**src/design/uart_pkg.sv**
```systemverilog
package uart_pkg;

    // Frame defaults, the top level takes its parameters from these
    localparam int UART_DATA_BITS = 8;
    localparam int UART_STOP_BITS = 2;

    // Oversampling of each bit on the shared tick
    localparam int OVERSAMPLE = 16;
    localparam int PHASE_W = $clog2(OVERSAMPLE);  // Width of the tick phase counters
    localparam int MID_SAMPLE = 7;                // Phase at which a bit is taken, near its centre

    // Bit positions in the 3-bit receive error word
    localparam int ERR_BREAK = 0;   // Line held low for the whole frame
    localparam int ERR_PARITY = 1;  // Even parity mismatch
    localparam int ERR_FRAME = 2;   // A stop bit was sampled low

    // Widest data word the parity helper accepts
    localparam int PARITY_W = 16;

    // Even parity bit of a data word
    // Callers zero-extend narrower words, which leaves the XOR unchanged
    function automatic logic even_parity(input logic [PARITY_W-1:0] d);
        return ^d;
    endfunction

endpackage

```
**src/design/rx_frame_if.sv**
```systemverilog
`timescale 1ns/1ns

// Carries one received frame from the receiver to the FIFO and the top level
interface rx_frame_if #(
    parameter int DATA_BITS = 8
) ();

    logic [DATA_BITS-1:0] data;  // Received byte, valid from frame_done until the next frame_done
    logic data_rdy;              // One-cycle strobe, only for a frame without errors
    logic [2:0] rx_error;        // Error flags of the last frame, held between frames
    logic frame_done;            // One-cycle strobe at the end of every frame, good or bad

    // Receiver side
    modport src (
        output data,
        output data_rdy,
        output rx_error,
        output frame_done
    );

    // FIFO and top level side
    modport snk (
        input data,
        input data_rdy,
        input rx_error,
        input frame_done
    );

endinterface

```
**src/design/uart_baud_tick.sv**
```systemverilog
`timescale 1ns/1ns

module uart_baud_tick import uart_pkg::*; #(
    parameter int CLK_FREQ = 3_200_000,
    parameter int BAUD_RATE = 100_000
) (
    input  logic Clk,
    input  logic Rst,
    output logic tick
);

    // Clocks per oversampling tick
    localparam int DIV = CLK_FREQ / (OVERSAMPLE * BAUD_RATE);
    localparam int CNT_W = (DIV > 1) ? $clog2(DIV) : 1;
    localparam logic [CNT_W-1:0] LAST = CNT_W'(DIV - 1);  // Terminal count of the divider

    logic [CNT_W-1:0] cnt;

    // Free-running divider, tick is registered so it stays clean and low in reset
    always_ff @(posedge Clk or posedge Rst) begin
        if (Rst) begin
            cnt <= '0;
            tick <= 1'b0;
        end else begin
            tick <= (cnt == LAST);                     // One pulse per wrap
            cnt <= (cnt == LAST) ? '0 : cnt + 1'b1;
        end
    end

    // A clock slower than 16x the baud rate cannot be divided down
    a_div_ratio: assert property (@(posedge Clk) DIV >= 1)
        else $error("uart_baud_tick: clock too slow for 16x oversampling");

endmodule

```
**src/design/uart_rx.sv**
```systemverilog
`timescale 1ns/1ns

module uart_rx import uart_pkg::*; #(
    parameter int DATA_BITS = UART_DATA_BITS,
    parameter int STOP_BITS = UART_STOP_BITS
) (
    input  logic Clk,
    input  logic Rst,
    input  logic tick,
    input  logic rx_line,
    output logic rts,
    rx_frame_if.src frm
);

    // Start, data, parity and stop bits
    localparam int NUM_BITS = 1 + DATA_BITS + 1 + STOP_BITS;
    localparam int CNT_W = $clog2(NUM_BITS + 1);

    typedef enum logic [1:0] {
        IDLE,       // Waiting for a falling start edge
        RECEIVING,  // Sampling bits at mid-bit
        CHECK,      // Errors are evaluated and the frame is reported
        CLEANUP     // One spare cycle before the next start can be seen
    } rx_state_t;

    rx_state_t state;
    logic rx_meta;                      // First synchroniser stage
    logic rx_sync;                      // Line as seen by the FSM
    logic [PHASE_W-1:0] phase;          // Tick count inside the current bit
    logic [CNT_W-1:0] bits_left;        // Bits still to sample in this frame
    logic [NUM_BITS-1:0] frame_sr;      // Start bit ends up at the MSB, last stop bit at bit 0
    logic [DATA_BITS-1:0] rx_word;
    logic [2:0] err;
    logic sample;

    // Two flops against metastability, reset to the idle mark so no false start follows reset
    always_ff @(posedge Clk or posedge Rst) begin
        if (Rst) begin
            rx_meta <= 1'b1;
            rx_sync <= 1'b1;
        end else begin
            rx_meta <= rx_line;
            rx_sync <= rx_meta;
        end
    end

    // Sampling point, tick phase 7 of every bit
    assign sample = (state == RECEIVING) && tick && (phase == PHASE_W'(MID_SAMPLE));

    // Data sits just below the start bit, MSB first on the line
    assign rx_word = frame_sr[NUM_BITS-2 -: DATA_BITS];

    // Error word from the completed frame
    always_comb begin
        err = '0;
        err[ERR_BREAK] = (frame_sr == '0);                                      // No mark seen at all
        err[ERR_PARITY] = frame_sr[STOP_BITS] != even_parity(PARITY_W'(rx_word));
        err[ERR_FRAME] = (frame_sr[STOP_BITS-1:0] != '1);                       // Any stop bit low
    end

    // Receive FSM
    always_ff @(posedge Clk or posedge Rst) begin
        if (Rst) begin
            state <= IDLE;
            rts <= 1'b1;              // Ready to receive right out of reset
            phase <= '0;
            bits_left <= '0;
        end else begin
            case (state)
                IDLE: begin
                    if (!rx_sync) begin                 // Falling edge of the start bit
                        state <= RECEIVING;
                        rts <= 1'b0;
                        phase <= '0;                    // Phase restarts from the edge
                        bits_left <= CNT_W'(NUM_BITS);
                    end
                end
                RECEIVING: begin
                    if (tick) begin
                        phase <= phase + 1'b1;          // Wraps every 16 ticks, one bit time
                    end
                    if (sample) begin
                        bits_left <= bits_left - 1'b1;
                        if (bits_left == CNT_W'(1)) begin
                            state <= CHECK;             // Last stop bit is in
                        end
                    end
                end
                CHECK: begin
                    state <= CLEANUP;
                end
                CLEANUP: begin
                    state <= IDLE;
                    rts <= 1'b1;                        // Idle again, next start may come
                end
                default: begin
                    state <= IDLE;
                    rts <= 1'b1;
                end
            endcase
        end
    end

    // Status strobes and the held error word
    always_ff @(posedge Clk or posedge Rst) begin
        if (Rst) begin
            frm.frame_done <= 1'b0;
            frm.data_rdy <= 1'b0;
            frm.rx_error <= '0;
        end else begin
            frm.frame_done <= (state == CHECK);                 // Every frame, good or bad
            frm.data_rdy <= (state == CHECK) && (err == '0);    // Only clean frames reach the FIFO
            if (state == CHECK) begin
                frm.rx_error <= err;                            // Held until the next frame ends
            end
        end
    end

    // Frame shift register and the output byte
    always_ff @(posedge Clk) begin
        if (sample) begin
            frame_sr <= {frame_sr[NUM_BITS-2:0], rx_sync};
        end
        if (state == CHECK) begin
            frm.data <= rx_word;        // Lines up with frame_done and rx_error
        end
    end

    // A byte is never offered outside the end of a frame
    a_rdy_in_done: assert property (@(posedge Clk) disable iff (Rst)
        frm.data_rdy |-> frm.frame_done)
        else $error("uart_rx: data_rdy without frame_done");

    // Ready-to-send must drop for the whole time a frame is in progress
    a_rts_busy: assert property (@(posedge Clk) disable iff (Rst)
        (state != IDLE) |-> !rts)
        else $error("uart_rx: rts high while receiving");

endmodule

```
**src/design/uart_rx_fifo.sv**
```systemverilog
`timescale 1ns/1ns

module uart_rx_fifo #(
    parameter int DATA_BITS = 8,
    parameter int DEPTH = 4
) (
    input  logic Clk,
    input  logic Rst,
    rx_frame_if.snk frm,
    input  logic rd_en,
    output logic [DATA_BITS-1:0] rd_data,
    output logic rd_empty,
    output logic overflow
);

    localparam int PTR_W = (DEPTH > 1) ? $clog2(DEPTH) : 1;
    localparam int CNT_W = $clog2(DEPTH + 1);
    localparam logic [PTR_W-1:0] PTR_LAST = PTR_W'(DEPTH - 1);

    logic [DATA_BITS-1:0] mem [DEPTH];
    logic [PTR_W-1:0] wr_ptr;
    logic [PTR_W-1:0] rd_ptr;
    logic [CNT_W-1:0] count;          // Bytes currently stored
    logic full;
    logic push;
    logic pop;

    assign full = (count == CNT_W'(DEPTH));
    assign rd_empty = (count == '0);
    assign push = frm.data_rdy && !full;      // A byte arriving on a full FIFO is lost
    assign pop = rd_en && !rd_empty;
    assign rd_data = mem[rd_ptr];             // Head of the queue, no read latency

    // Pointers, occupancy and the sticky overflow flag
    always_ff @(posedge Clk or posedge Rst) begin
        if (Rst) begin
            wr_ptr <= '0;
            rd_ptr <= '0;
            count <= '0;
            overflow <= 1'b0;
        end else begin
            if (push) begin
                wr_ptr <= (wr_ptr == PTR_LAST) ? '0 : wr_ptr + 1'b1;
            end
            if (pop) begin
                rd_ptr <= (rd_ptr == PTR_LAST) ? '0 : rd_ptr + 1'b1;
            end
            case ({push, pop})
                2'b10: count <= count + 1'b1;
                2'b01: count <= count - 1'b1;
                default: count <= count;        // Both or neither leave it as is
            endcase
            if (frm.data_rdy && full) begin
                overflow <= 1'b1;               // Stays set until reset
            end
        end
    end

    // Storage
    always_ff @(posedge Clk) begin
        if (push) begin
            mem[wr_ptr] <= frm.data;
        end
    end

    a_count_bound: assert property (@(posedge Clk) disable iff (Rst)
        count <= CNT_W'(DEPTH))
        else $error("uart_rx_fifo: occupancy above depth");

endmodule

```
**src/design/uart_top.sv**
```systemverilog
`timescale 1ns/1ns

module uart_top import uart_pkg::*; #(
    parameter int DATA_BITS = UART_DATA_BITS,
    parameter int STOP_BITS = UART_STOP_BITS,
    parameter int CLK_FREQ = 3_200_000,
    parameter int BAUD_RATE = 100_000,
    parameter int FIFO_DEPTH = 4
) (
    input  logic Clk,
    input  logic Rst,
    input  logic rx_line,
    output logic rts,
    output logic [2:0] rx_error,
    output logic frame_done,
    input  logic rd_en,
    output logic [DATA_BITS-1:0] rd_data,
    output logic rd_empty,
    output logic overflow,
    input  logic [DATA_BITS-1:0] tx_data,
    input  logic tx_start,
    output logic tx_line,
    output logic tx_busy
);

    logic tick;   // Shared 16x oversampling pulse

    rx_frame_if #(.DATA_BITS(DATA_BITS)) frm_if ();

    uart_baud_tick #(.CLK_FREQ(CLK_FREQ), .BAUD_RATE(BAUD_RATE)) baud_tick_i (
        .Clk(Clk), .Rst(Rst), .tick(tick)
    );

    uart_rx #(.DATA_BITS(DATA_BITS), .STOP_BITS(STOP_BITS)) rx_i (
        .Clk(Clk), .Rst(Rst), .tick(tick), .rx_line(rx_line), .rts(rts), .frm(frm_if.src)
    );

    uart_rx_fifo #(.DATA_BITS(DATA_BITS), .DEPTH(FIFO_DEPTH)) rx_fifo_i (
        .Clk(Clk), .Rst(Rst), .frm(frm_if.snk), .rd_en(rd_en),
        .rd_data(rd_data), .rd_empty(rd_empty), .overflow(overflow)
    );

    uart_tx #(.DATA_BITS(DATA_BITS), .STOP_BITS(STOP_BITS)) tx_i (
        .Clk(Clk), .Rst(Rst), .tick(tick), .tx_data(tx_data), .tx_start(tx_start),
        .tx_line(tx_line), .tx_busy(tx_busy)
    );

    // Frame status straight out to the host
    assign rx_error = frm_if.rx_error;
    assign frame_done = frm_if.frame_done;

endmodule

```
**src/design/uart_tx.sv**
```systemverilog
`timescale 1ns/1ns

module uart_tx import uart_pkg::*; #(
    parameter int DATA_BITS = UART_DATA_BITS,
    parameter int STOP_BITS = UART_STOP_BITS
) (
    input  logic Clk,
    input  logic Rst,
    input  logic tick,
    input  logic [DATA_BITS-1:0] tx_data,
    input  logic tx_start,
    output logic tx_line,
    output logic tx_busy
);

    localparam int NUM_BITS = 1 + DATA_BITS + 1 + STOP_BITS;
    localparam int CNT_W = $clog2(NUM_BITS + 1);

    logic [PHASE_W-1:0] phase;        // Tick count inside the bit on the line
    logic [CNT_W-1:0] bits_left;      // Bits not yet finished, start bit included
    logic [NUM_BITS-2:0] tx_sr;       // Data, parity and stop bits waiting behind the line
    logic accept;
    logic bit_end;

    assign accept = tx_start && !tx_busy;     // A start while busy is dropped
    assign bit_end = tx_busy && tick && (phase == PHASE_W'(OVERSAMPLE - 1));

    // Transmit control, tx_line is registered so it never glitches
    always_ff @(posedge Clk or posedge Rst) begin
        if (Rst) begin
            tx_busy <= 1'b0;
            tx_line <= 1'b1;          // Idle mark
            phase <= '0;
            bits_left <= '0;
        end else begin
            if (!tx_busy) begin
                if (tx_start) begin
                    tx_busy <= 1'b1;
                    tx_line <= 1'b0;                    // Start bit goes out at once
                    phase <= '0;
                    bits_left <= CNT_W'(NUM_BITS);
                end
            end else begin
                if (tick) begin
                    phase <= phase + 1'b1;              // 16 ticks per bit
                end
                if (bit_end) begin
                    bits_left <= bits_left - 1'b1;
                    if (bits_left == CNT_W'(1)) begin
                        tx_busy <= 1'b0;                // Last stop bit has ended
                        tx_line <= 1'b1;
                    end else begin
                        tx_line <= tx_sr[NUM_BITS-2];   // Next bit, MSB of data first
                    end
                end
            end
        end
    end

    // Frame body, loaded on accept and shifted at every bit boundary
    always_ff @(posedge Clk) begin
        if (accept) begin
            tx_sr <= {tx_data, even_parity(PARITY_W'(tx_data)), {STOP_BITS{1'b1}}};
        end else if (bit_end) begin
            tx_sr <= {tx_sr[NUM_BITS-3:0], 1'b1};       // Mark fills in behind
        end
    end

    // Line must sit at mark between frames
    a_idle_mark: assert property (@(posedge Clk) disable iff (Rst)
        !tx_busy |-> tx_line)
        else $error("uart_tx: line low while not busy");

endmodule

```
**config.mk**
```make
export PLATFORM = sky130hd
export DESIGN_NAME = uart_top
export DESIGN_NICKNAME = d
export VERILOG_FILES = /design/src/design/uart_pkg.sv /design/src/design/rx_frame_if.sv /design/src/design/uart_baud_tick.sv /design/src/design/uart_rx.sv /design/src/design/uart_rx_fifo.sv /design/src/design/uart_top.sv /design/src/design/uart_tx.sv
export SDC_FILE = /design/constraint.sdc
export NUM_CORES = 1
export LEC_CHECK = 0
export ABC_CLOCK_PERIOD_IN_PS = 4400
export BUFFER_PORTS_ARGS = -buffer_cell sky130_fd_sc_hd__clkbuf_2
export CORE_MARGIN = 2
export CORE_UTILIZATION = 64
export CTS_CLUSTER_SIZE = 12
export DETAILED_ROUTE_END_ITERATION = 10
export GPL_ROUTABILITY_DRIVEN = 0
export HOLD_SLACK_MARGIN = 0.12
export MAX_ROUTING_LAYER = met4
export PLACE_DENSITY = 0.84
export SYNTH_ARGS = -nofsm -noshare
export SYNTH_HDL_FRONTEND = slang
export SYNTH_SLANG_ARGS = --single-unit
```
**constraint.sdc**
```tcl
create_clock -name Clk -period 4.4 [get_ports Clk]
set_input_delay 0.44 -clock Clk [delete_from_list [all_inputs] [get_ports Clk]]
set_output_delay 0.44 -clock Clk [all_outputs]
set_load 0.01 [all_outputs]
```
[Yosys cells after proc, flatten, opt, wreduce, memory -nomap -nowiden]
Memory sizes are Yosys's and may differ from the RTL's.
Index checks and enable logic that the tools add are counted.
Operators by class
  div/mod/pow operators: 0
  order comparisons: 0
  multipliers: 0
  reductions and logical operators: 29
  add/sub/neg operators: 9
  equality and inequality tests: 20
  shift operators: 0
  muxes and demuxes: 34
  bitwise gates (word level): 0
Operators by type and width (count)
  2-to-1 mux 4 bit: 10
  parity 16 bit: 2
  2-to-1 mux 11 bit: 2
  case mux 4 bit (2 select lines): 2
  zero test 12 bit: 1
  2-to-1 mux 1 bit: 12
  inequality test 2 bit (second input constant): 6
  == test 2 bit (second input constant): 5
  2-to-1 mux 2 bit: 5
  nonzero test 2 bit: 5
  logical AND 1 bit: 9
  AND reduction 3 bit: 3
  adder 4 x 1 -> 4 bit (second input constant): 2
  == test 4 x 1 -> 1 bit (second input constant): 2
  case mux 2 bit (4 select lines): 1
  subtractor 4 x 1 -> 4 bit (second input constant): 2
  zero test 3 bit: 2
  case mux 3 bit (2 select lines): 1
  AND reduction 2 bit: 3
  adder 2 x 1 -> 2 bit (second input constant): 2
  == test 2 x 1 -> 1 bit (second input constant): 2
  == test 4 x 3 -> 1 bit (second input constant): 1
  == test 4 bit (second input constant): 1
  adder 3 x 1 -> 3 bit (second input constant): 1
  8 further kinds: 10
Word-level totals
  bits in read-only memories: 0
  memories: 1
  register bits after elaboration: 67
  bits in writable memories: 32
  bits in latches: 0
Memory list
  rx_fifo_i.mem: depth 4, bits a word 8, read ports 1, clocked after memory_dff 0, wr ports 1, RTL line uart_rx_fifo.sv:20  | logic [DATA_BITS-1:0] mem [DEPTH];

[Longest topological paths before layout]
  depth in word-level cells: 5
  gate-level depth with buffers: 9
  mapped depth without buffers: 9

[Modules after synthesis]
A second synthesis with hierarchy kept.
Unflattened totals
  cells, all modules: 276
  area total of the unflattened synthesis: 4347.9 um^2
By module, submodules not included
  uart_rx_fifo: cells each 85, times used 1, area an instance 1672.9 um^2, sequential area each 1161.1 um^2
  uart_rx: cells each 111, times used 1, area an instance 1645.3 um^2, sequential area each 1054.8 um^2
  uart_tx: cells each 76, times used 1, area an instance 972.2 um^2, sequential area each 521.8 um^2
  uart_baud_tick: cells each 4, times used 1, area an instance 57.6 um^2, sequential area each 50.0 um^2

[Worst setup path after synthesis]
Ideal clock, no wire load.
  kind: flip-flop to flip-flop
  start point: reg rx_fifo_i.count[0]
  end point: reg rx_fifo_i.count[2]
  stages on the path, launching flop included: 10
  path slack: 2480 ps
  data arrival time: 1795 ps
  required time: 4275 ps
  path through: dfrtp_1 nor3_1 nand2b_1 inv_1 ha_1 inv_1 fa_1 xor2_1 nor2_1 xor2_1
Between the ends
  word-level cells in the longest chain between the ends: 5
Ends and longest elaborated chain
  start: declaration: RTL line uart_rx_fifo.sv:23  | logic [CNT_W-1:0] count;
  start signal: assignment: RTL line uart_rx_fifo.sv:49  | 2'b10: count <= count + 1'b1;
  start signal: assignment: RTL line uart_rx_fifo.sv:50  | 2'b01: count <= count - 1'b1;
  start signal: assignment: RTL line uart_rx_fifo.sv:51  | default: count <= count;
  zero test 3 bit (*): RTL line uart_rx_fifo.sv:29  | assign rd_empty = (count == '0);
  named net rd_empty: RTL line uart_top.sv:18  | output logic rd_empty,
  zero test 1 bit (*): RTL line uart_rx_fifo.sv:31  | assign pop = rd_en && !rd_empty;
  logical AND 1 bit (*): RTL line uart_rx_fifo.sv:31
  named net rx_fifo_i.pop: RTL line uart_rx_fifo.sv:26  | logic pop;
  == test 2 x 1 -> 1 bit / == test 2 bit (equally long branches): RTL line uart_rx_fifo.sv:48  | case ({push, pop})
  case mux 3 bit (2 select lines) / nonzero test 2 bit (equally long branches)
Mark *: on every way through the listed nets, which the timed path passes. The rest lies on a longest branch.
A chain may end at the register's enable or synchronous reset.

[Worst setup path in the final report]
  start point: reg rx_fifo_i.rd_ptr[0]
  end point: out rd_data[2]
Between the ends
  word-level cells in the longest chain between the ends: 1
Ends and longest elaborated chain
  start: declaration: RTL line uart_rx_fifo.sv:22  | logic [PTR_W-1:0] rd_ptr;
  start signal: assignment: RTL line uart_rx_fifo.sv:46  | rd_ptr <= (rd_ptr == PTR_LAST) ? '0 : rd_ptr + 1'b1;
  memory (4 x 8 bit)
  end: declaration: RTL line uart_top.sv:17  | output logic [DATA_BITS-1:0] rd_data,
No other way between the ends.

==> out/metrics.cfg <==
[status]
outcome=completed

[global_routing]
antenna_violations_before_repair=0
grt_pass1_wl_mm=10.3
via_count_of_the_first_global_routing_pass=2178
grt_overflow_total=0
grt_start_max_net_pins=39
global_route.usage.total_pct=19.2

[worst_setup_path]
timing.critical_path.to_type=output pin
worst_r2r_setup_slack_ps=2360
worst-r2r-cell-count=9
setup.worst_path.class=reg -> out
worstSetupEndpoint=rd_data[2]
crit_path_start=rx_fifo_i.rd_ptr[0]$_DFFE_PP0P_
crit_arrival_ps=1800
reg2reg_from=rx_fifo_i.count[0]$_DFFE_PP0P_
worstReg2RegEnd=rx_fifo_i.count[2]$_DFFE_PP0P_
largest_driver_fanout_on_the_critical_path=11
crit_path_required_time_ps=3960
startpoint_type=flop

[placement]
dpl.cell_count=384
hpwlAfterDp_mm=4.25
place_ws_ps=2340
placement.cell_area_mm2=0.00446
port-buffer-count=29

[min_path]
hp-class=in -> async

[clocking]
ctsResizeCount=0
htree_levels=3
cts_hold_buffers=0
clock_path_buffers=2
tritoncts.num_buffers=9
clk_root_buffer_cell=sky130_fd_sc_hd__clkbuf_8
cts.reportedPaths.clkPinSlew_ps=90
cts_tree=yes
cts_num_sinks=99
clock_insertion_delay_worst_skew_ps=360
cts_post_setup_buffers_inserted=0

[layout]
design.final.nets=349
share_of_layout_cells_above_drive_strength_1_pct=21.4
design_area_mm2=0.00465
diodes=0
finish.cell_count_without_fillers=400
num-fill-cells=403
area_delta_synth_final_pct=9.61

[power]
power.density_mw_per_mm2=435
p_leak_nw=1.86
vdd_ir_drop_max_mv=0.282
power_mw=2.02

[run]
timing.max_cap.violations=0

[drt]
postRouteWirelength_mm=6.25
detailedRoute.firstPassIterationCount=4
drt-wirelength-per-cell_um=15.6
drt_iter0_drc=88
route.detailed.drc=0
via_per_inst=5.59
num_vias=2236
antenna_left=0

[timing]
timing.final.crit_share_pct=50.9
final.setup_skew_ps=11.3
finalSetupViolCount=0
post-route-worst-setup-slack_ps=2160
final-hold-violation-count=0
slew_viol_final=0
final_period_minus_worst_setup_slack_ps=2240
fin_setup_tns_ps=0
maxClockFrequency_mhz=446
worst-slew-pin-transition_ps=599
max-slew-margin-rel_pct=59.8
rsz_0062_raised_after_global_routing=false

[floorplanning]
die_width_um=85.5
floorplan.die_area_mm2=0.00730
core_area_mm2=0.00639
fp-row-count=29
io_pins=30
fp.dieH_um=85.5
initial_core_utilization_pct=66.5

[yosys]
synth_largest_area_cell=sky130_fd_sc_hd__edfxtp_1
postSynthCellCount=284
netlist_area_mm2=0.00425
synthesis.area_per_instance_um2=15.0
netlist.area_leader.share_pct=43.1
synth_area_leaders=sky130_fd_sc_hd__edfxtp_1 (43%), sky130_fd_sc_hd__dfrtp_1 (20%), sky130_fd_sc_hd__ha_1 (5.0%)
yosysSeqAreaShare_pct=65.6
synth.yosys.warnings=0
synth-seq-cells=99
synthDistinctLibCells=42
synth_fp_nets=315

## cell usage in the layout (no fill, tap or decap), types with 2 or more instances in the layout
master	n
sky130_fd_sc_hd__inv_1	19
sky130_fd_sc_hd__dfstp_2	4
sky130_fd_sc_hd__clkbuf_8	9
sky130_fd_sc_hd__clkinv_1	2
sky130_fd_sc_hd__nand3_1	7
sky130_fd_sc_hd__nor4_1	4
sky130_fd_sc_hd__clkbuf_2	29
sky130_fd_sc_hd__mux2i_1	5
sky130_fd_sc_hd__nand2b_1	4
sky130_fd_sc_hd__nor2_1	7
sky130_fd_sc_hd__nor3b_1	2
sky130_fd_sc_hd__o21ai_0	11
sky130_fd_sc_hd__and2_1	5
sky130_fd_sc_hd__mux4_2	8
sky130_fd_sc_hd__nor2b_1	2
sky130_fd_sc_hd__ha_1	17
sky130_fd_sc_hd__mux2_2	10
sky130_fd_sc_hd__xnor2_1	13
sky130_fd_sc_hd__dfrtp_1	34
sky130_fd_sc_hd__nand4_1	5
sky130_fd_sc_hd__nand4b_1	2
sky130_fd_sc_hd__edfxtp_1	61
sky130_fd_sc_hd__nor3_1	4
sky130_fd_sc_hd__a22o_1	8
sky130_fd_sc_hd__xor2_1	6
sky130_fd_sc_hd__a21o_1	2
sky130_fd_sc_hd__a21oi_1	6
sky130_fd_sc_hd__clkinv_4	2
sky130_fd_sc_hd__nand2_1	17
## layout make-up
class                      instances  area, um^2  share of cell area [%]
clock inverter                     6        63.8                    1.37
clock buffer                      10         128                    2.74
multi-input combinational        159        1360                    29.1
tap                               77        96.3                    2.07
inverter                          19        71.3                    1.53
timing repair buffer              30         153                    3.28
sequential                        99        2790                    59.9
## synth_stat cells (all sizes together)
library cell  count
nor2b             2
o21a              1
a31o              1
dfstp             4
mux2i             5
dfrtp            34
and2              5
mux4              8
nand4             5
xnor3             1
buf               6
a22o              8
xnor2            14
inv              19
xor2              6
ha               17
nor3              4
and3              1
mux2             12
o21ai            12
a21o              2
fa                1
edfxtp           61
o22ai             1
o41ai             1
a21oi             6
clkbuf            1
a21boi            2
and4b             1
nor2              7
nor3b             2
nand2b            4
nor4              4
nand2            17
nand4b            2
nand3             7
## power by group
group	total [mW]	switching (mW)	internal, mW
logic	0.321	0.139	0.182
clock network	0.555	0.292	0.263
registers	1.15	0.0969	1.05
## worst min-delay path by stage
stage                            from                       endpoint
2_1_floorplan  rx_i.rx_meta$_DFF_PP1_         rx_i.rx_sync$_DFF_PP1_
3_3_place_gp   rx_i.rx_meta$_DFF_PP1_         rx_i.rx_sync$_DFF_PP1_
3_5_place_dp   rx_i.rx_meta$_DFF_PP1_         rx_i.rx_sync$_DFF_PP1_
4_1_cts                       rx_line         rx_i.rx_meta$_DFF_PP1_
5_1_grt                       rx_line         rx_i.rx_meta$_DFF_PP1_
6_report                          Rst  tx_i.bits_left[2]$_DFFE_PP0P_
## through the flow
stage,util [%],hold WS [ps]
floorplan,-,345
global placement,69.9,346
detailed placement,69.9,354
CTS,72.9,150
global route,72.9,144
finish,72.9,163
## logic make-up (layout without fill, tap and decap cells)
| logic type | count (synthesis) | count (layout) | synth area share (%) |
|---|---|---|---|
| fa+ha+maj | 18 | 18 | 5.48 |
| simple gates | 61 | 61 | 7.51 |
| mux | 25 | 25 | 8.69 |
| xor+xnor | 21 | 21 | 4.83 |
| buf+inv | 26 | 65 | 2.45 |
| flops | 99 | 99 | 65.6 |
| compound gates | 34 | 34 | 5.39 |
## state kept, by name (all words and copies together), names as in the netlist, 2 cells and up
name,count
rx_i.frm.data,8
rx_i.frame_sr,12
tx_i.bits_left,4
rx_fifo_i.rd_ptr,2
rx_fifo_i.count,3
rx_i.phase,4
rx_i.frm.rx_error,3
tx_i.phase,4
tx_i.tx_sr,9
rx_fifo_i.wr_ptr,2
rx_fifo_i.mem,32
rx_i.state,2
rx_i.bits_left,4
## critical path, cell delays in order, from the launching register on
cell and delay [ps]:
sky130_fd_sc_hd__dfrtp_1 720, sky130_fd_sc_hd__mux4_2 590, sky130_fd_sc_hd__clkbuf_2 140
## metal layers
metal | track usage [%] | wire (um)
met1 | 26.4 | 2920
met4 | 6.06 | 102
met2 | 28.7 | 2990
met3 | 4.67 | 241
met5 | - | 0
Power figures use the tool's default switching activity.
